File: src/rtl/soc_macros.svh
// Bus widths, region map and pad scan timing, included wherever a width or base address is needed
`ifndef SOC_MACROS_SVH
`define SOC_MACROS_SVH

// Wishbone widths
`define SOC_ADDR_W 32
`define SOC_DATA_W 32
`define SOC_SEL_W 4

// Region base addresses
`define PAD_BASE 32'h0200_0200
`define TICK_BASE 32'h0200_0300
`define CONF_BASE 32'h0200_0400

// Region sizes as byte address bits
`define PAD_SPAN_BITS 2
`define TICK_SPAN_BITS 8
`define CONF_SPAN_BITS 10

// Config memory depth in words
`define CONF_DEPTH 256

// One pad tick is 2**PAD_DIV_BITS clocks
`define PAD_DIV_BITS 9

`endif

File: src/rtl/soc_bus_pkg.sv
// Bus types shared by the decoder, the targets and the response stage
`include "soc_macros.svh"

package soc_bus_pkg;

	// Region selected by the decoder
	typedef enum logic [1:0] {
		tgt_none,
		tgt_pad,
		tgt_tick,
		tgt_conf
	} bus_target_e;

	// One decoded request, addr holds the word address
	typedef struct packed {
		logic [`SOC_ADDR_W-1:0] addr;
		logic [`SOC_DATA_W-1:0] wdata;
		logic [`SOC_SEL_W-1:0] sel;
		logic we;
	} bus_req_t;

endpackage

File: src/rtl/periph_bus_if.sv
// Decoded request from the decoder to the targets, plus their read data for the response stage
`timescale 1ns/10ps
`include "soc_macros.svh"

interface periph_bus_if import soc_bus_pkg::*; ();
	logic valid;
	bus_target_e target;
	bus_req_t req;
	logic [`SOC_DATA_W-1:0] conf_rdata;
	logic [`SOC_DATA_W-1:0] pad_rdata;

	modport decoder (output valid, output target, output req);

	modport conf (input valid, input target, input req, output conf_rdata);

	modport pad (output pad_rdata);

	modport response (
		input valid,
		input target,
		input req,
		input conf_rdata,
		input pad_rdata
	);
endinterface

File: src/rtl/addr_decode.sv
// Decode stage that takes one Wishbone request at a time and hands it to the targets
`timescale 1ns/10ps
`include "soc_macros.svh"

module addr_decode import soc_bus_pkg::*; (
	input logic clk_50mhz,
	input logic resetn,
	input logic wb_cyc,
	input logic wb_stb,
	input logic wb_we,
	input logic [`SOC_ADDR_W-1:0] wb_adr,
	input logic [`SOC_DATA_W-1:0] wb_dat_w,
	input logic [`SOC_SEL_W-1:0] wb_sel,
	input logic done,
	periph_bus_if.decoder bus
);
	logic busy;
	logic answered;
	logic take;
	bus_target_e target_nxt;

	assign take = !busy && wb_cyc && wb_stb;

	always_comb begin
		if ((wb_adr >> `PAD_SPAN_BITS) == (`PAD_BASE >> `PAD_SPAN_BITS))
			target_nxt = tgt_pad;
		else if ((wb_adr >> `TICK_SPAN_BITS) == (`TICK_BASE >> `TICK_SPAN_BITS))
			target_nxt = tgt_tick;
		else if ((wb_adr >> `CONF_SPAN_BITS) == (`CONF_BASE >> `CONF_SPAN_BITS))
			target_nxt = tgt_conf;
		else
			target_nxt = tgt_none;
	end

	// Stay busy until answered and the master has let go of stb
	always_ff @(posedge clk_50mhz) begin
		if (!resetn) begin
			busy <= 1'b0;
			answered <= 1'b0;
			bus.valid <= 1'b0;
		end else begin
			bus.valid <= take;
			if (take) begin
				busy <= 1'b1;
			end else if (busy && (done || answered)) begin
				answered <= wb_stb;
				if (!wb_stb)
					busy <= 1'b0;
			end
		end
	end

	always_ff @(posedge clk_50mhz) begin
		if (take) begin
			bus.target <= target_nxt;
			bus.req <= '{
				addr: {2'b00, wb_adr[`SOC_ADDR_W-1:2]},
				wdata: wb_dat_w,
				sel: wb_sel,
				we: wb_we
			};
		end
	end
endmodule

File: src/flat_wrapper.sv
// flat-port wrapper written by rule: the top's interface ports become plain ports
module addr_decode_flat import soc_bus_pkg::*;
  (clk_50mhz, resetn, wb_cyc, wb_stb, wb_we, wb_adr, wb_dat_w, wb_sel, done, bus_valid, bus_target, bus_req);
  periph_bus_if bus_i ();
  input logic clk_50mhz;
  input logic resetn;
  input logic wb_cyc;
  input logic wb_stb;
  input logic wb_we;
  input logic [`SOC_ADDR_W-1:0] wb_adr;
  input logic [`SOC_DATA_W-1:0] wb_dat_w;
  input logic [`SOC_SEL_W-1:0] wb_sel;
  input logic done;
  output wire logic [$bits(bus_i.valid)-1:0] bus_valid;
  output wire logic [$bits(bus_i.target)-1:0] bus_target;
  output wire logic [$bits(bus_i.req)-1:0] bus_req;
  assign bus_valid = bus_i.valid;
  assign bus_target = bus_i.target;
  assign bus_req = bus_i.req;
  addr_decode u_core (.clk_50mhz(clk_50mhz), .resetn(resetn), .wb_cyc(wb_cyc), .wb_stb(wb_stb), .wb_we(wb_we), .wb_adr(wb_adr), .wb_dat_w(wb_dat_w), .wb_sel(wb_sel), .done(done), .bus(bus_i));
endmodule
File: config.mk
export PLATFORM = sky130hd
export DESIGN_NAME = addr_decode_flat
export DESIGN_NICKNAME = d
export VERILOG_FILES = /design/src/rtl/soc_bus_pkg.sv /design/src/rtl/periph_bus_if.sv /design/src/rtl/addr_decode.sv /design/src/flat_wrapper.sv
export VERILOG_INCLUDE_DIRS = /design/src /design/src/rtl
export SDC_FILE = /design/constraint.sdc
export NUM_CORES = 1
export LEC_CHECK = 0
export BUFFER_PORTS_ARGS = -buffer_cell sky130_fd_sc_hd__buf_2
export CAP_MARGIN = 10
export CORE_ASPECT_RATIO = 0.8
export CORE_MARGIN = 4
export CORE_UTILIZATION = 43
export CTS_BUF_LIST = sky130_fd_sc_hd__clkbuf_8
export DETAILED_ROUTE_END_ITERATION = 6
export GPL_ROUTABILITY_DRIVEN = 0
export GPL_TIMING_DRIVEN = 0
export PLACE_DENSITY = 0.81
export SLEW_MARGIN = 20
export SYNTH_ARGS = -nofsm -noshare
export SYNTH_HDL_FRONTEND = slang
export SYNTH_SLANG_ARGS = --single-unit
File: constraint.sdc
create_clock -name clk_50mhz -period 4.75 [get_ports clk_50mhz]
set_input_delay 0.2375 -clock clk_50mhz [delete_from_list [all_inputs] [get_ports clk_50mhz]]
set_output_delay 0.2375 -clock clk_50mhz [all_outputs]
set_load 0.05 [all_outputs]
Word level (Yosys, flattened, before mapping)
Index checks and enable logic that the tools add are counted.
W data, S select, Z words.
Storage, ports and cells
  logic and storage cells: 26
  register bits: 72
  input bits: 74
  output and inout port bits: 72
Cells by class
  bitwise gates (word level): 1
  equality and inequality tests: 4
  reduce and logical (&&, ||, !) cells: 8
  mux-type cells: 5
Operator list (number)
  $eq A30 B24 Y1 const B: 1
  $eq A24 B18 Y1 const B: 1
  $eq A22 B16 Y1 const B: 1
  $mux W2: 2
  $reduce_and A2 Y1: 2
  $logic_and A1 B1 Y1: 3
  $mux W1: 3
  $ne A2 B1 Y1 const B: 1
  $reduce_bool A2 Y1: 1
  $logic_not A1 Y1: 1
  $logic_or A1 B1 Y1: 1
  $not A1 Y1: 1

Depth between registers and ports, before layout
Gate-level depths: netlist of the first run.
  word-level depth: 5
  depth in mapped cells: 3
  gate-level depth less buffers: 3

Least setup slack after synthesis of the first run
No wires, ideal clock.
  kind: register to register
  start point: register u_core.busy
  end point: register u_core.bus.req[0] (netlist name)
  period minus slack after synthesis: 3731 ps
  cell stages (with the launch flop): 2
  setup time: 498 ps
  required time: 4252 ps
  slack: 1019 ps
  buffers on the path: 0
  arrival: 3233 ps
  cell sequence: dfxtp_1 > nor2_1
On the way
  cells in the longest elaborated chain, start to end: 3
Ends and longest elaborated chain
  from (decl): line addr_decode.sv:17  | logic busy;
  from (signal assigned): line addr_decode.sv:38  | busy <= 1'b0;
  from (signal assigned): line addr_decode.sv:44  | busy <= 1'b1;
  from (signal assigned): line addr_decode.sv:48  | busy <= 1'b0;
  $logic_not A1 Y1: line addr_decode.sv:22  | assign take = !busy && wb_cyc && wb_stb;
  $logic_and A1 B1 Y1 (2 in series): line addr_decode.sv:22
  via u_core.take: line addr_decode.sv:19  | logic take;
The timed path passes the listed nets, and every way through them passes these cells.
A chain may end at the register's enable or synchronous reset.

Worst setup path in the final report of the first run
  start point: register u_core.busy
  end point: register u_core.bus.req[15] (netlist name)
On the way
  cells in the longest elaborated chain, start to end: 3
Ends and longest elaborated chain (line)
  $logic_not A1 Y1: addr_decode.sv:22
  $logic_and A1 B1 Y1 (2 in series): addr_decode.sv:22
  via u_core.take: addr_decode.sv:19
The timed path passes the listed nets, and every way through them passes these cells.

==> flow_summary.html, run 1 <==
<table>
<tr><th>Metric</th><th>Value</th></tr>
<tr><th colspan="2">Global route</th></tr>
<tr><td>Global Route Usage Sum</td><td>0.174</td></tr>
<tr><td>Total gr overflow</td><td>0</td></tr>
<tr><td>Number of global-route vias before repair</td><td>1564</td></tr>
<tr><td>Wire length of the first global-routing pass</td><td>8210 µm</td></tr>
<tr><td>Maximum number of pins on one net before global-route repair</td><td>29</td></tr>
<tr><td>Antenna violations before repair</td><td>0</td></tr>
<tr><th colspan="2">Placed design</th></tr>
<tr><td>HPWL after detailed placement</td><td>4450 µm</td></tr>
<tr><td>Port Buffer Count</td><td>141</td></tr>
<tr><td>Total instance count after detailed placement</td><td>305</td></tr>
<tr><th colspan="2">Worst setup path</th></tr>
<tr><td>Critical path, cell by cell</td><td>nor2_4, buf_12</td></tr>
<tr><td>Capturing element type of the critical path</td><td>flip-flop</td></tr>
<tr><td>Slowest library cell on the worst path</td><td>nor2_4</td></tr>
<tr><td>Startpoint types</td><td>flip-flop</td></tr>
<tr><td>Path type of the worst setup path</td><td>reg2reg</td></tr>
<tr><td>Crit path arrival time</td><td>1.55 ns</td></tr>
<tr><td>Critical register-to-register path startpoint</td><td>u_core.busy</td></tr>
<tr><td>Largest fanout on the critical path</td><td>28</td></tr>
<tr><td>Highest cell delay on the worst timing path</td><td>0.57 ns</td></tr>
<tr><td>Worst endpoint required time</td><td>4.79 ns</td></tr>
<tr><td>Family of cells with the greatest summed delay on the critical path</td><td>simple AND/OR/NAND/NOR gates</td></tr>
<tr><td>CP startpoint</td><td>u_core.busy</td></tr>
<tr><td>Worst path buffer plus inverter count</td><td>1</td></tr>
<tr><th colspan="2">Logic synthesis</th></tr>
<tr><td>Yosys synthesis warning count</td><td>0</td></tr>
<tr><td>Mean area per synthesized cell</td><td>23.2 µm²</td></tr>
<tr><td>Number of library cell types mapped by synthesis</td><td>17</td></tr>
<tr><td>Portion of the post-synthesis area used by sequential elements</td><td>0.928</td></tr>
<tr><td>Number of standard cells after synthesis</td><td>99</td></tr>
<tr><td>Yosys reg bits</td><td>72</td></tr>
<tr><td>Netlist Area Pre-Place</td><td>0.00230 mm²</td></tr>
<tr><th colspan="2">Detailed routing</th></tr>
<tr><td>Final Routed Wirelength</td><td>5560 µm</td></tr>
<tr><td>DRC violations left</td><td>0</td></tr>
<tr><td>TritonRoute pass-1 iters</td><td>4</td></tr>
<tr><td>Total via count in the routed design</td><td>1529</td></tr>
<tr><td>Antenna-violating nets left</td><td>0</td></tr>
<tr><td>Via density</td><td>4.76</td></tr>
<tr><td>Final routed wire length divided by cell count</td><td>17.3 µm</td></tr>
<tr><td>Starting DRC count in detailed routing</td><td>50</td></tr>
<tr><th colspan="2">Cells and area</th></tr>
<tr><td>Final core occ</td><td>0.660</td></tr>
<tr><td>Fillers</td><td>353</td></tr>
<tr><td>Antenna Cells</td><td>0</td></tr>
<tr><td>Fraction of layout cells with a size suffix above 1</td><td>0.633</td></tr>
<tr><td>Fin nets</td><td>328</td></tr>
<tr><td>Layout overhead on the synthesized area</td><td>46.2%</td></tr>
<tr><td>Final cell count without fillers</td><td>321</td></tr>
<tr><th colspan="2">Run</th></tr>
<tr><td>Max Cap Viol</td><td>0</td></tr>
<tr><th colspan="2">Timing</th></tr>
<tr><td>Final Slew Violations</td><td>0</td></tr>
<tr><td>Post-route clock period utilization</td><td>0.319</td></tr>
<tr><td>Skew final</td><td>0.00720 ns</td></tr>
<tr><td>Unrepaired setup endpoints after global routing</td><td>false</td></tr>
<tr><td>Setup Viol. Count Final</td><td>0</td></tr>
<tr><td>Least-Margin Pin Slew</td><td>0.703 ns</td></tr>
<tr><td>Fin crit period</td><td>1.51 ns</td></tr>
<tr><td>Highest Clock Rate</td><td>660 MHz</td></tr>
<tr><td>Final Hold Violating Endpoints</td><td>0</td></tr>
<tr><td>Slew HR</td><td>0.530</td></tr>
<tr><th colspan="2">Pwr</th></tr>
<tr><td>Total power density per cell area</td><td>423 mW/mm²</td></tr>
<tr><td>Final total power</td><td>0.00142 W</td></tr>
<tr><td>Maximum vdd ir drop</td><td>231 µV</td></tr>
<tr><td>Leakage power total</td><td>1.41 nW</td></tr>
<tr><th colspan="2">CTS</th></tr>
<tr><td>Number of clock buffers inserted by TritonCTS</td><td>9</td></tr>
<tr><td>Clock transition at path regs</td><td>0.08 ns</td></tr>
<tr><td>Total of cells resized after clock tree synthesis</td><td>0</td></tr>
<tr><td>Setup bufs post-CTS</td><td>0</td></tr>
<tr><td>Largest buffer count on any clock path</td><td>2</td></tr>
<tr><td>Master cell of the clock root buffer</td><td>clkbuf_8</td></tr>
<tr><td>TritonCTS clock tree</td><td>built</td></tr>
<tr><td>Skew-Pair Late Insertion Delay</td><td>0.33 ns</td></tr>
<tr><td>H-tree levels</td><td>3</td></tr>
<tr><td>Hold bufs inserted after CTS</td><td>0</td></tr>
<tr><td>Clock tree sinks</td><td>72</td></tr>
<tr><th colspan="2">Floorplanning</th></tr>
<tr><td>Horiz. Die Dim</td><td>89.7 µm</td></tr>
<tr><td>Number of rows in the core area</td><td>23</td></tr>
<tr><td>Die Y-Extent</td><td>73.4 µm</td></tr>
<tr><td>Overall die area</td><td>0.00659 mm²</td></tr>
<tr><td>Starting utilization of the core area</td><td>0.451</td></tr>
<tr><td>Core footprint</td><td>0.00509 mm²</td></tr>
<tr><td>Num ports</td><td>146</td></tr>
<tr><th colspan="2">Worst hold path</th></tr>
<tr><td>Startpoint of the lowest-slack hold path</td><td>wb_dat_w[28]</td></tr>
<tr><td>Type of the worst min-delay path</td><td>in2reg</td></tr>
<tr><th colspan="2">Run status</th></tr>
<tr><td>Outcome</td><td>completed</td></tr>
</table>
==> cell usage in the layout (no fill, tap or decap), drive strengths merged <==
cell type,n
buf,145
edfxtp,69
clkbuf,9
nor2,4
nor4,4
inv,4
nor3,3
a21oi,3
dfxtp,3
nand2,2
o21ai,2
conb,2
bufinv,2
nor4b,2
clkinv,2
nand4,1
a21boi,1
and2,1
==> worst reg2reg max path, cell delays in order (launching register included) <==
cell and delay (ns):
dfxtp_1 0.35, nor2_4 0.58, buf_12 0.28
==> cell type report <==
cell class	count	area [µm²]	area share
Sequential cell	72	2130	0.635
Timing Repair Buffer	143	753	0.224
Multi-Input combinational cell	25	159	0.0473
Clock buffer	9	124	0.0369
Clock inverter	7	95.1	0.0283
Tap cell	62	77.6	0.0231
Buffer	2	15.0	0.00447
Inverter	1	3.75	0.00112
==> synthesized netlist by cell type <==
cell type / count / share of area
nor4_1: 2 / 0.0054
nand4_1: 1 / 0.0027
nor4_2: 2 / 0.011
nor3_1: 3 / 0.0065
nand2_1: 2 / 0.0033
inv_1: 1 / 0.0016
nor4b_2: 1 / 0.0065
nor4b_1: 1 / 0.0038
conb_1: 1 / 0.0016
dfxtp_1: 3 / 0.026
nor2_1: 4 / 0.0065
edfxtp_1: 69 / 0.90
buf_4: 2 / 0.0065
a21boi_0: 1 / 0.0033
a21oi_1: 3 / 0.0065
and2_1: 1 / 0.0027
o21ai_0: 2 / 0.0044
==> sequential cells by signal, summed over array words and instances (netlist names) <==
signal             cells
u_core.answered        1
u_core.bus.req        67
u_core.bus.target      2
u_core.bus.valid       1
u_core.busy            1
==> layer usage <==
layer  global-route usage  part of all wire  up-vias
li1                     -                 -      705
met1                0.170              0.33      731
met2                0.318              0.56       80
met3               0.0809             0.082       13
met4               0.0833             0.022        0
met5                    0                 0        -
==> power breakdown <==
part | leakage [nW] | internal (W) | total, W | switching, W
clock | 0.115 | 0.000297 | 0.000518 | 0.000220
combinational | 0.628 | 0.0000446 | 0.000171 | 0.000127
sequential | 0.670 | 0.000727 | 0.000733 | 0.00000651
==> final timing paths <==
kind	endpoint	slack (ns)	cells after the start
min	u_core.bus.req[33]	0.07	1
max	u_core.bus.req[15]	3.24	2
max reg2reg	u_core.bus.req[15]	3.24	2
min reg2reg	u_core.answered	0.50	2
==> metrics by stage <==
stage / hold WS, ns / cell area (µm²) / setup TNS [ns] / worst slack, ns
after global placement: 0.414 / 3090 / -2.32 / -0.0365
after detailed placement: 0.416 / 3140 / 0 / 3.18
after CTS: 0.0498 / 3360 / 0 / 3.22
after floorplan: 0.336 / 2300 / 0 / 1.02
final: 0.0697 / 3360 / 0 / 3.24
after global routing: 0.0427 / 3360 / 0 / 3.12
==> kinds of logic after synthesis <==
family                 after synthesis  share of synthesized area
AOI/OAI and AO/OA                    6                     0.0142
buffers and inverters                3                    0.00816
DFF                                 72                      0.928
other                                1                    0.00163
and+or+nand+nor                     17                     0.0484
No activity file was read; power rests on OpenSTA's default activity.
==> run 2: changes to the inputs <==
--- a/config.mk
+++ b/config.mk
@@ -10,12 +10,12 @@
 export CAP_MARGIN = 10
 export CORE_ASPECT_RATIO = 0.8
 export CORE_MARGIN = 4
-export CORE_UTILIZATION = 43
+export CORE_UTILIZATION = 39
 export CTS_BUF_LIST = sky130_fd_sc_hd__clkbuf_8
 export DETAILED_ROUTE_END_ITERATION = 6
 export GPL_ROUTABILITY_DRIVEN = 0
 export GPL_TIMING_DRIVEN = 0
-export PLACE_DENSITY = 0.81
+export PLACE_DENSITY = 0.77
 export SLEW_MARGIN = 20
 export SYNTH_ARGS = -nofsm -noshare
 export SYNTH_HDL_FRONTEND = slang
==> constraint.sdc (replaced) <==
create_clock -name clk_50mhz -period 1.37 [get_ports clk_50mhz]
set_input_delay 0.0685 -clock clk_50mhz [delete_from_list [all_inputs] [get_ports clk_50mhz]]
set_output_delay 0.0685 -clock clk_50mhz [all_outputs]
set_load 0.05 [all_outputs]
==> flow_summary.html, run 2 (synthesis gave the netlist of run 1 again) <==
<table>
<tr><th>Metric</th><th>Value</th></tr>
<tr><th colspan="2">Cells and area</th></tr>
<tr><td>Final core occ</td><td>0.725 (+0.0658)</td></tr>
<tr><td>Flip-flop count of the largest register, all copies and words added</td><td>67 (unchanged)</td></tr>
<tr><td>Commonest cells after routing, fill and taps aside</td><td>141 x buf_2, 69 x edfxtp_1, 68 x dlygate4sd3_1, 9 x clkbuf_8</td></tr>
<tr><td>Antenna Cells</td><td>0 (unchanged)</td></tr>
<tr><td>Layout overhead on the synthesized area</td><td>76.3%</td></tr>
<tr><td>Fraction of layout cells with a size suffix above 1</td><td>0.508 (-0.126)</td></tr>
<tr><td>Largest registers</td><td>u_core.bus.req (67), u_core.bus.target (2)</td></tr>
<tr><td>Fin nets</td><td>398 (+21%)</td></tr>
<tr><td>Register with the highest flop count</td><td>u_core.bus.req</td></tr>
<tr><td>Leading cell type in the layout, fill and taps excluded</td><td>buf_2</td></tr>
<tr><th colspan="2">Floorplanning</th></tr>
<tr><td>Starting utilization of the core area</td><td>0.412 (-0.0397)</td></tr>
<tr><td>Die Y-Extent</td><td>76.7 µm (+4.5%)</td></tr>
<tr><td>Number of rows in the core area</td><td>24 (+4.3%)</td></tr>
<tr><td>Overall die area</td><td>0.00719 mm² (+9.2%)</td></tr>
<tr><td>Horiz. Die Dim</td><td>93.8 µm (+4.6%)</td></tr>
<tr><td>Num ports</td><td>146 (unchanged)</td></tr>
<tr><td>Core footprint</td><td>0.00559 mm² (+9.7%)</td></tr>
<tr><th colspan="2">CTS</th></tr>
<tr><td>Number of clock buffers inserted by TritonCTS</td><td>9 (unchanged)</td></tr>
<tr><td>Skew-Pair Late Insertion Delay</td><td>0.33 ns (about the same)</td></tr>
<tr><td>Clock transition at path regs</td><td>0.08 ns (about the same)</td></tr>
<tr><td>Master cell of the clock root buffer</td><td>clkbuf_8</td></tr>
<tr><td>H-tree levels</td><td>3 (unchanged)</td></tr>
<tr><td>Largest buffer count on any clock path</td><td>2 (unchanged)</td></tr>
<tr><td>TritonCTS clock tree</td><td>built</td></tr>
<tr><td>Clock tree sinks</td><td>72 (unchanged)</td></tr>
<tr><td>Total of cells resized after clock tree synthesis</td><td>0 (unchanged)</td></tr>
<tr><th colspan="2">Timing</th></tr>
<tr><td>Minimum setup slack in the final design</td><td>0.0670 ns (-3.17 ns)</td></tr>
<tr><td>Setup Viol. Count Final</td><td>0 (unchanged)</td></tr>
<tr><td>Highest Clock Rate</td><td>767 MHz</td></tr>
<tr><td>Least-Margin Pin Slew</td><td>0.551 ns (-0.152 ns)</td></tr>
<tr><td>Final Hold Violating Endpoints</td><td>0 (unchanged)</td></tr>
<tr><td>Unrepaired setup endpoints after global routing</td><td>false</td></tr>
<tr><td>Slew HR</td><td>0.632 (+0.102)</td></tr>
<tr><td>Final Slew Violations</td><td>0 (unchanged)</td></tr>
<tr><td>Fin crit period</td><td>1.30 ns</td></tr>
<tr><td>Skew final</td><td>0.00552 ns (-0.00168 ns)</td></tr>
<tr><td>Accumulated negative setup slack</td><td>0 ns (unchanged)</td></tr>
<tr><td>Post-route clock period utilization</td><td>0.951</td></tr>
<tr><th colspan="2">Detailed routing</th></tr>
<tr><td>Antenna-violating nets left</td><td>0 (unchanged)</td></tr>
<tr><td>Final Routed Wirelength</td><td>7280 µm (+31%)</td></tr>
<tr><td>Total via count in the routed design</td><td>1809 (+18%)</td></tr>
<tr><td>DRC violations left</td><td>0 (unchanged)</td></tr>
<tr><td>TritonRoute pass-1 iters</td><td>4 (unchanged)</td></tr>
<tr><td>Starting DRC count in detailed routing</td><td>62 (+24%)</td></tr>
<tr><td>Via density</td><td>4.44 (-6.7%)</td></tr>
<tr><td>Final routed wire length divided by cell count</td><td>17.9 µm (+3.2%)</td></tr>
<tr><th colspan="2">Worst setup path</th></tr>
<tr><td>Largest fanout on the critical path</td><td>2 (-93%)</td></tr>
<tr><td>Termination of the worst setup path</td><td>u_core.bus.target[0]</td></tr>
<tr><td>Worst r2r path cells</td><td>3 (+1)</td></tr>
<tr><td>CP startpoint</td><td>wb_adr[24]</td></tr>
<tr><td>Worst endpoint required time</td><td>1.53 ns (-3.26 ns)</td></tr>
<tr><td>Path length in cells of the critical path</td><td>5 (+3)</td></tr>
<tr><td>Worst path buffer plus inverter count</td><td>2 (+1)</td></tr>
<tr><td>Path type of the worst setup path</td><td>in2reg</td></tr>
<tr><td>Startpoint types</td><td>primary input</td></tr>
<tr><td>Critical register-to-register path startpoint</td><td>u_core.busy</td></tr>
<tr><td>Family of cells with the greatest summed delay on the critical path</td><td>simple AND/OR/NAND/NOR gates</td></tr>
<tr><td>Crit path arrival time</td><td>1.47 ns (-0.08 ns)</td></tr>
<tr><td>Highest cell delay on the worst timing path</td><td>0.55 ns (-0.02 ns)</td></tr>
<tr><td>Worst r2r dst</td><td>u_core.bus.req[28]</td></tr>
<tr><td>Capturing element type of the critical path</td><td>flip-flop</td></tr>
<tr><td>Critical path, cell by cell</td><td>dlygate4sd3_1, buf_2, nor4b_2, nand4_1, nor3_1</td></tr>
<tr><td>R2R Setup Slk</td><td>0.17 ns (-3.07 ns)</td></tr>
<tr><td>Slowest library cell on the worst path</td><td>dlygate4sd3_1</td></tr>
<tr><th colspan="2">Pwr</th></tr>
<tr><td>Leakage power total</td><td>1.69 nW (+19%)</td></tr>
<tr><td>Total power density per cell area</td><td>1220 mW/mm² (+190%)</td></tr>
<tr><td>Maximum vdd ir drop</td><td>812 µV (+250%)</td></tr>
<tr><th colspan="2">Global route</th></tr>
<tr><td>Number of global-route vias before repair</td><td>2026 (+30%)</td></tr>
<tr><td>Wire length of the first global-routing pass</td><td>10900 µm (+33%)</td></tr>
<tr><td>Global Route Usage Sum</td><td>0.207 (+0.0329)</td></tr>
<tr><td>Antenna violations before repair</td><td>0 (unchanged)</td></tr>
<tr><td>Total gr overflow</td><td>0 (unchanged)</td></tr>
<tr><td>Maximum number of pins on one net before global-route repair</td><td>27 (-6.9%)</td></tr>
<tr><th colspan="2">Placed design</th></tr>
<tr><td>HPWL after detailed placement</td><td>4190 µm (-6.0%)</td></tr>
<tr><td>Port Buffer Count</td><td>141 (unchanged)</td></tr>
<tr><td>Post-place setup slack</td><td>-0.270 ns (-3.45 ns)</td></tr>
<tr><th colspan="2">Run status</th></tr>
<tr><td>Outcome</td><td>completed</td></tr>
<tr><th colspan="2">Worst hold path</th></tr>
<tr><td>Type of the worst min-delay path</td><td>in2reg</td></tr>
<tr><th colspan="2">Run</th></tr>
<tr><td>Max Cap Viol</td><td>0 (unchanged)</td></tr>
</table>
==> run 2: metrics by stage <==
step	cells	area, µm²	hold WS, ns	power, W
after floorplan	100	2310	0.167	0.00296
after global placement	319	3110	0.245	0.00316
after detailed placement	321	3160	0.247	0.00319
after CTS	407	4050	0.00230	0.00496
after global routing	407	4050	0.0188	0.00515
final	407	4050	0.0118	0.00494
==> run 2: worst min-delay path by stage <==
stage | startpoint | to | depth (start not counted)
detailed placement | wb_dat_w[12] | u_core.bus.req[17] | 1
global placement | wb_sel[3] | u_core.bus.req[4] | 1
floorplan | wb_we | u_core.bus.req[0] | 0
finish | done | u_core.answered | 3
global route | done | u_core.answered | 3
CTS | done | u_core.answered | 3
==> run 2: worst min-delay path: stages <==
cell     delay (ns)
buf_2          0.09
a21oi_1        0.07
nor2_1         0.08
==> run 2: layout make-up <==
cell class                      count  area [µm²]
Multi-Input combinational cell     26         165
Timing Repair Buffer              212        1440
Clock inverter                      7        71.3
Tap cell                           78        97.6
Buffer                              2        15.0
Clock buffer                        9         124
Inverter                            1        3.75
Sequential cell                    72        2130
Fill cell                         351        1530
==> run 2: report_power, final <==
part           internal [W]  switching, W  total (W)
clock network      0.000840      0.000790    0.00163
registers           0.00252     0.0000279    0.00255
logic              0.000284      0.000480   0.000764
total               0.00364       0.00130    0.00494
==> run 2: what timing repair did <==
action,in CTS,in global routing
hold endpoints to repair,69,0
setup endpoints to repair,47,0
buffers inserted,1,0
hold buffers,68,0
==> run 2: layer usage <==
metal	GRT usage	routed length [µm]	vias up
li1	-	-	842
met1	0.215	2560	835
met2	0.376	3870	113
met3	0.0802	640	19
met4	0.0693	200	0
met5	0	0	-
==> run 3: changes to the inputs <==
--- a/config.mk
+++ b/config.mk
@@ -6,16 +6,17 @@
 export SDC_FILE = /design/constraint.sdc
 export NUM_CORES = 1
 export LEC_CHECK = 0
+export ABC_AREA = 1
 export BUFFER_PORTS_ARGS = -buffer_cell sky130_fd_sc_hd__buf_2
 export CAP_MARGIN = 10
 export CORE_ASPECT_RATIO = 0.8
 export CORE_MARGIN = 4
-export CORE_UTILIZATION = 39
+export CORE_UTILIZATION = 40
 export CTS_BUF_LIST = sky130_fd_sc_hd__clkbuf_8
 export DETAILED_ROUTE_END_ITERATION = 6
 export GPL_ROUTABILITY_DRIVEN = 0
 export GPL_TIMING_DRIVEN = 0
-export PLACE_DENSITY = 0.77
+export PLACE_DENSITY = 0.78
 export SLEW_MARGIN = 20
 export SYNTH_ARGS = -nofsm -noshare
 export SYNTH_HDL_FRONTEND = slang
==> flow_summary.html, run 3 <==
<table>
<tr><th>Metric</th><th>Value</th></tr>
<tr><th colspan="2">Logic synthesis</th></tr>
<tr><td>Number of standard cells after synthesis</td><td>144 (+45%)</td></tr>
<tr><td>Netlist Area Pre-Place</td><td>0.00245 mm² (+6.8%)</td></tr>
<tr><td>Yosys reg bits</td><td>72 (unchanged)</td></tr>
<tr><td>Leading cell types by total area after synthesis</td><td>edfxtp_1 84%, inv_1 2.8%, nand2_1 2.6%, dfxtp_1 2.4%, nor2_1 2.0%</td></tr>
<tr><td>Number of enable flip-flop cells after synthesis</td><td>69 (unchanged)</td></tr>
<tr><td>Top cells by instance count after synthesis</td><td>69 x edfxtp_1, 18 x inv_1, 17 x nand2_1, 13 x nor2_1</td></tr>
<tr><td>Leading cell type by number of instances after synthesis</td><td>edfxtp_1</td></tr>
<tr><td>Async set-reset flop share out of synthesis</td><td>0 (unchanged)</td></tr>
<tr><td>Most used DFF post-synth</td><td>edfxtp_1</td></tr>
<tr><td>Yosys synthesis warning count</td><td>0 (unchanged)</td></tr>
<tr><td>Number of library cell types mapped by synthesis</td><td>17 (unchanged)</td></tr>
<tr><td>Share of the synthesized area in the top cell type</td><td>0.844 (-0.0574)</td></tr>
<tr><td>Portion of the post-synthesis area used by sequential elements</td><td>0.869 (-0.0591)</td></tr>
<tr><td>Area leader, netlist</td><td>edfxtp_1</td></tr>
<tr><td>Mean area per synthesized cell</td><td>17.0 µm² (-27%)</td></tr>
<tr><th colspan="2">CTS</th></tr>
<tr><td>Clock tree sinks</td><td>72 (unchanged)</td></tr>
<tr><td>TritonCTS clock tree</td><td>built</td></tr>
<tr><td>Number of clock buffers inserted by TritonCTS</td><td>9 (unchanged)</td></tr>
<tr><td>Largest buffer count on any clock path</td><td>2 (unchanged)</td></tr>
<tr><td>Master cell of the clock root buffer</td><td>clkbuf_8</td></tr>
<tr><td>Total of cells resized after clock tree synthesis</td><td>0 (unchanged)</td></tr>
<tr><td>Clock transition at path regs</td><td>0.08 ns (about the same)</td></tr>
<tr><td>Skew-Pair Late Insertion Delay</td><td>0.33 ns (about the same)</td></tr>
<tr><td>H-tree levels</td><td>3 (unchanged)</td></tr>
<tr><th colspan="2">Worst setup path</th></tr>
<tr><td>Largest fanout on the critical path</td><td>30 (+28)</td></tr>
<tr><td>R2R Setup Slk</td><td>0.18 ns (about the same)</td></tr>
<tr><td>Crit path arrival time</td><td>1.32 ns (-0.15 ns)</td></tr>
<tr><td>Path type of the worst setup path</td><td>in2reg</td></tr>
<tr><td>Highest cell delay on the worst timing path</td><td>0.52 ns (-0.03 ns)</td></tr>
<tr><td>Capturing element type of the critical path</td><td>flip-flop</td></tr>
<tr><td>Worst r2r dst</td><td>u_core.bus.req[27]</td></tr>
<tr><td>Worst r2r path cells</td><td>2 (-1)</td></tr>
<tr><td>Critical path, cell by cell</td><td>dlygate4sd3_1, buf_2, nand2_1, nor2_4, buf_12</td></tr>
<tr><td>Critical register-to-register path startpoint</td><td>u_core.busy</td></tr>
<tr><td>Startpoint types</td><td>primary input</td></tr>
<tr><td>Worst endpoint required time</td><td>1.40 ns (-0.13 ns)</td></tr>
<tr><td>Slowest library cell on the worst path</td><td>dlygate4sd3_1</td></tr>
<tr><th colspan="2">Timing</th></tr>
<tr><td>Post-route clock period utilization</td><td>0.942 (-0.00940)</td></tr>
<tr><td>Skew final</td><td>0.00654 ns (+0.00102 ns)</td></tr>
<tr><td>Unrepaired setup endpoints after global routing</td><td>false</td></tr>
<tr><td>Setup Viol. Count Final</td><td>0 (unchanged)</td></tr>
<tr><td>Final Slew Violations</td><td>0 (unchanged)</td></tr>
<tr><td>Fin crit period</td><td>1.29 ns (-0.0129 ns)</td></tr>
<tr><td>Minimum setup slack in the final design</td><td>0.0798 ns (+0.0129 ns)</td></tr>
<tr><td>Final Hold Violating Endpoints</td><td>0 (unchanged)</td></tr>
<tr><td>Accumulated negative setup slack</td><td>0 ns (unchanged)</td></tr>
<tr><td>Highest Clock Rate</td><td>775 MHz (+1.0%)</td></tr>
<tr><th colspan="2">Worst hold path</th></tr>
<tr><td>Hold Path End</td><td>u_core.answered</td></tr>
<tr><td>Hold Path Stages</td><td>3 (unchanged)</td></tr>
<tr><td>Type of the worst min-delay path</td><td>in2reg</td></tr>
<tr><td>Startpoint of the lowest-slack hold path</td><td>done</td></tr>
<tr><th colspan="2">Global route</th></tr>
<tr><td>Global Route Usage Sum</td><td>0.172 (-0.0344)</td></tr>
<tr><td>Maximum number of pins on one net before global-route repair</td><td>32 (+19%)</td></tr>
<tr><td>Wire length of the first global-routing pass</td><td>9450 µm (-13%)</td></tr>
<tr><td>Number of global-route vias before repair</td><td>2063 (+1.8%)</td></tr>
<tr><td>Antenna violations before repair</td><td>0 (unchanged)</td></tr>
<tr><td>Total gr overflow</td><td>0 (unchanged)</td></tr>
<tr><th colspan="2">Placed design</th></tr>
<tr><td>Dpl cell area</td><td>0.00331 mm² (+4.8%)</td></tr>
<tr><td>Post-place setup slack</td><td>0.152 ns (+0.422 ns)</td></tr>
<tr><td>HPWL after detailed placement</td><td>4130 µm (-1.3%)</td></tr>
<tr><td>Port Buffer Count</td><td>141 (unchanged)</td></tr>
<tr><th colspan="2">Cells and area</th></tr>
<tr><td>Fin nets</td><td>447 (+12%)</td></tr>
<tr><td>Flip-flop count of the largest register, all copies and words added</td><td>67 (unchanged)</td></tr>
<tr><td>Fillers</td><td>425 (+21%)</td></tr>
<tr><td>Finished Cell Area</td><td>0.00422 mm² (+4.1%)</td></tr>
<tr><td>Register with the highest flop count</td><td>u_core.bus.req</td></tr>
<tr><td>Largest registers</td><td>u_core.bus.req (67), u_core.bus.target (2)</td></tr>
<tr><td>Final core occ</td><td>0.710 (-0.0157)</td></tr>
<tr><td>Fraction of layout cells with a size suffix above 1</td><td>0.474 (-0.0341)</td></tr>
<tr><td>Commonest cells after routing, fill and taps aside</td><td>141 x buf_2, 70 x dlygate4sd3_1, 69 x edfxtp_1, 19 x inv_1, 17 x nand2_1</td></tr>
<tr><td>Leading cell type in the layout, fill and taps excluded</td><td>buf_2</td></tr>
<tr><td>Antenna Cells</td><td>0 (unchanged)</td></tr>
<tr><td>Layout overhead on the synthesized area</td><td>71.8%</td></tr>
<tr><th colspan="2">Floorplanning</th></tr>
<tr><td>Number of rows in the core area</td><td>25 (+4.2%)</td></tr>
<tr><td>Num ports</td><td>146 (unchanged)</td></tr>
<tr><td>Die Y-Extent</td><td>78.1 µm (+1.8%)</td></tr>
<tr><td>Core footprint</td><td>0.00594 mm² (+6.4%)</td></tr>
<tr><td>Starting utilization of the core area</td><td>0.413 (+0.00154)</td></tr>
<tr><td>Overall die area</td><td>0.00746 mm² (+3.7%)</td></tr>
<tr><td>Horiz. Die Dim</td><td>95.6 µm (+1.9%)</td></tr>
<tr><th colspan="2">Run</th></tr>
<tr><td>Max Cap Viol</td><td>0 (unchanged)</td></tr>
<tr><th colspan="2">Detailed routing</th></tr>
<tr><td>TritonRoute pass-1 iters</td><td>4 (unchanged)</td></tr>
<tr><td>Starting DRC count in detailed routing</td><td>56 (-9.7%)</td></tr>
<tr><td>Final routed wire length divided by cell count</td><td>13.9 µm (-22%)</td></tr>
<tr><td>Antenna-violating nets left</td><td>0 (unchanged)</td></tr>
<tr><td>Final Routed Wirelength</td><td>6390 µm (-12%)</td></tr>
<tr><td>Total via count in the routed design</td><td>1955 (+8.1%)</td></tr>
<tr><td>Via density</td><td>4.26 (-4.2%)</td></tr>
<tr><td>DRC violations left</td><td>0 (unchanged)</td></tr>
<tr><th colspan="2">Run status</th></tr>
<tr><td>Outcome</td><td>completed</td></tr>
<tr><th colspan="2">Pwr</th></tr>
<tr><td>Total power density per cell area</td><td>1130 mW/mm² (-7.3%)</td></tr>
<tr><td>Leakage power total</td><td>1.84 nW (+9.1%)</td></tr>
<tr><td>Maximum vdd ir drop</td><td>870 µV (+7.2%)</td></tr>
</table>
## run 3: changes by cell type after synthesis, moves of 2 or more
cell     change
inv_1       +17
nand2_2      +3
nor4_1       -2
nand2_1     +15
inv_2        +4
nand3_1      +2
nor2_2       +4
nor3_1       -3
nor2_1       +9
nor4_2       -2
## run 3: how the worst max path moves through the flow
stage                                 to        start  slack, ns
finish                u_core.bus.req[27]       wb_cyc       0.08
global placement      u_core.bus.req[18]  u_core.busy      -0.69
detailed placement     u_core.bus.req[3]  u_core.busy       0.15
global route        u_core.bus.target[1]   wb_adr[18]       0.03
CTS                    u_core.bus.req[3]       wb_cyc       0.03
floorplan              u_core.bus.req[0]  u_core.busy      -0.39
## run 3: layout make-up
class | count | area, µm² | area share
Sequential cell | 72 | 2130 | 0.506
Timing Repair Buffer | 217 | 1480 | 0.350
Multi-Input combinational cell | 49 | 236 | 0.0561
Clock buffer | 9 | 124 | 0.0294
Tap cell | 81 | 101 | 0.0240
Inverter | 22 | 82.6 | 0.0196
Clock inverter | 7 | 48.8 | 0.0116
Buffer | 2 | 15.0 | 0.00356
## run 3: metrics by stage
stage / std cells / hold WS, ns / power [W]
floorplan: 145 / 0.167 / 0.00300
global placement: 367 / 0.245 / 0.00319
detailed placement: 369 / 0.247 / 0.00322
CTS: 455 / 0.00471 / 0.00481
global route: 459 / 0.00124 / 0.00498
finish: 459 / 0.0114 / 0.00477
## run 3: logic make-up after synthesis
logic type,Yosys count,synth area share
AO/OA/AOI/OAI,4,0.00816
buffers and inverters,24,0.0397
flip-flops,72,0.869
other,1,0.00153
AND/OR/NAND/NOR,43,0.0821
## run 3: report_power, final
group          internal [W]  switching (W)  leakage [nW]
Sequential          0.00252      0.0000251         0.667
Combinational      0.000301       0.000497          1.09
Clock              0.000655       0.000766        0.0830
## run 3: worst max-delay path: cells and delay by family
kind                   cells  cell delay [ns]
buffers and inverters      3             0.87
AND/OR/NAND/NOR            2             0.36
## run 3: repair_timing
action	4_1_cts	5_1_grt
hold buffers	70	0
hold endpoints to repair	69	0
buffers inserted	0	4
endpoints found under the setup margin	0	61
## run 3: metal layers
metal	global-route usage	up-vias	part of all wire
li1	-	946	-
met1	0.173	899	0.37
met2	0.318	101	0.52
met3	0.0709	9	0.10
met4	0.0554	0	0.0099
met5	0	-	0
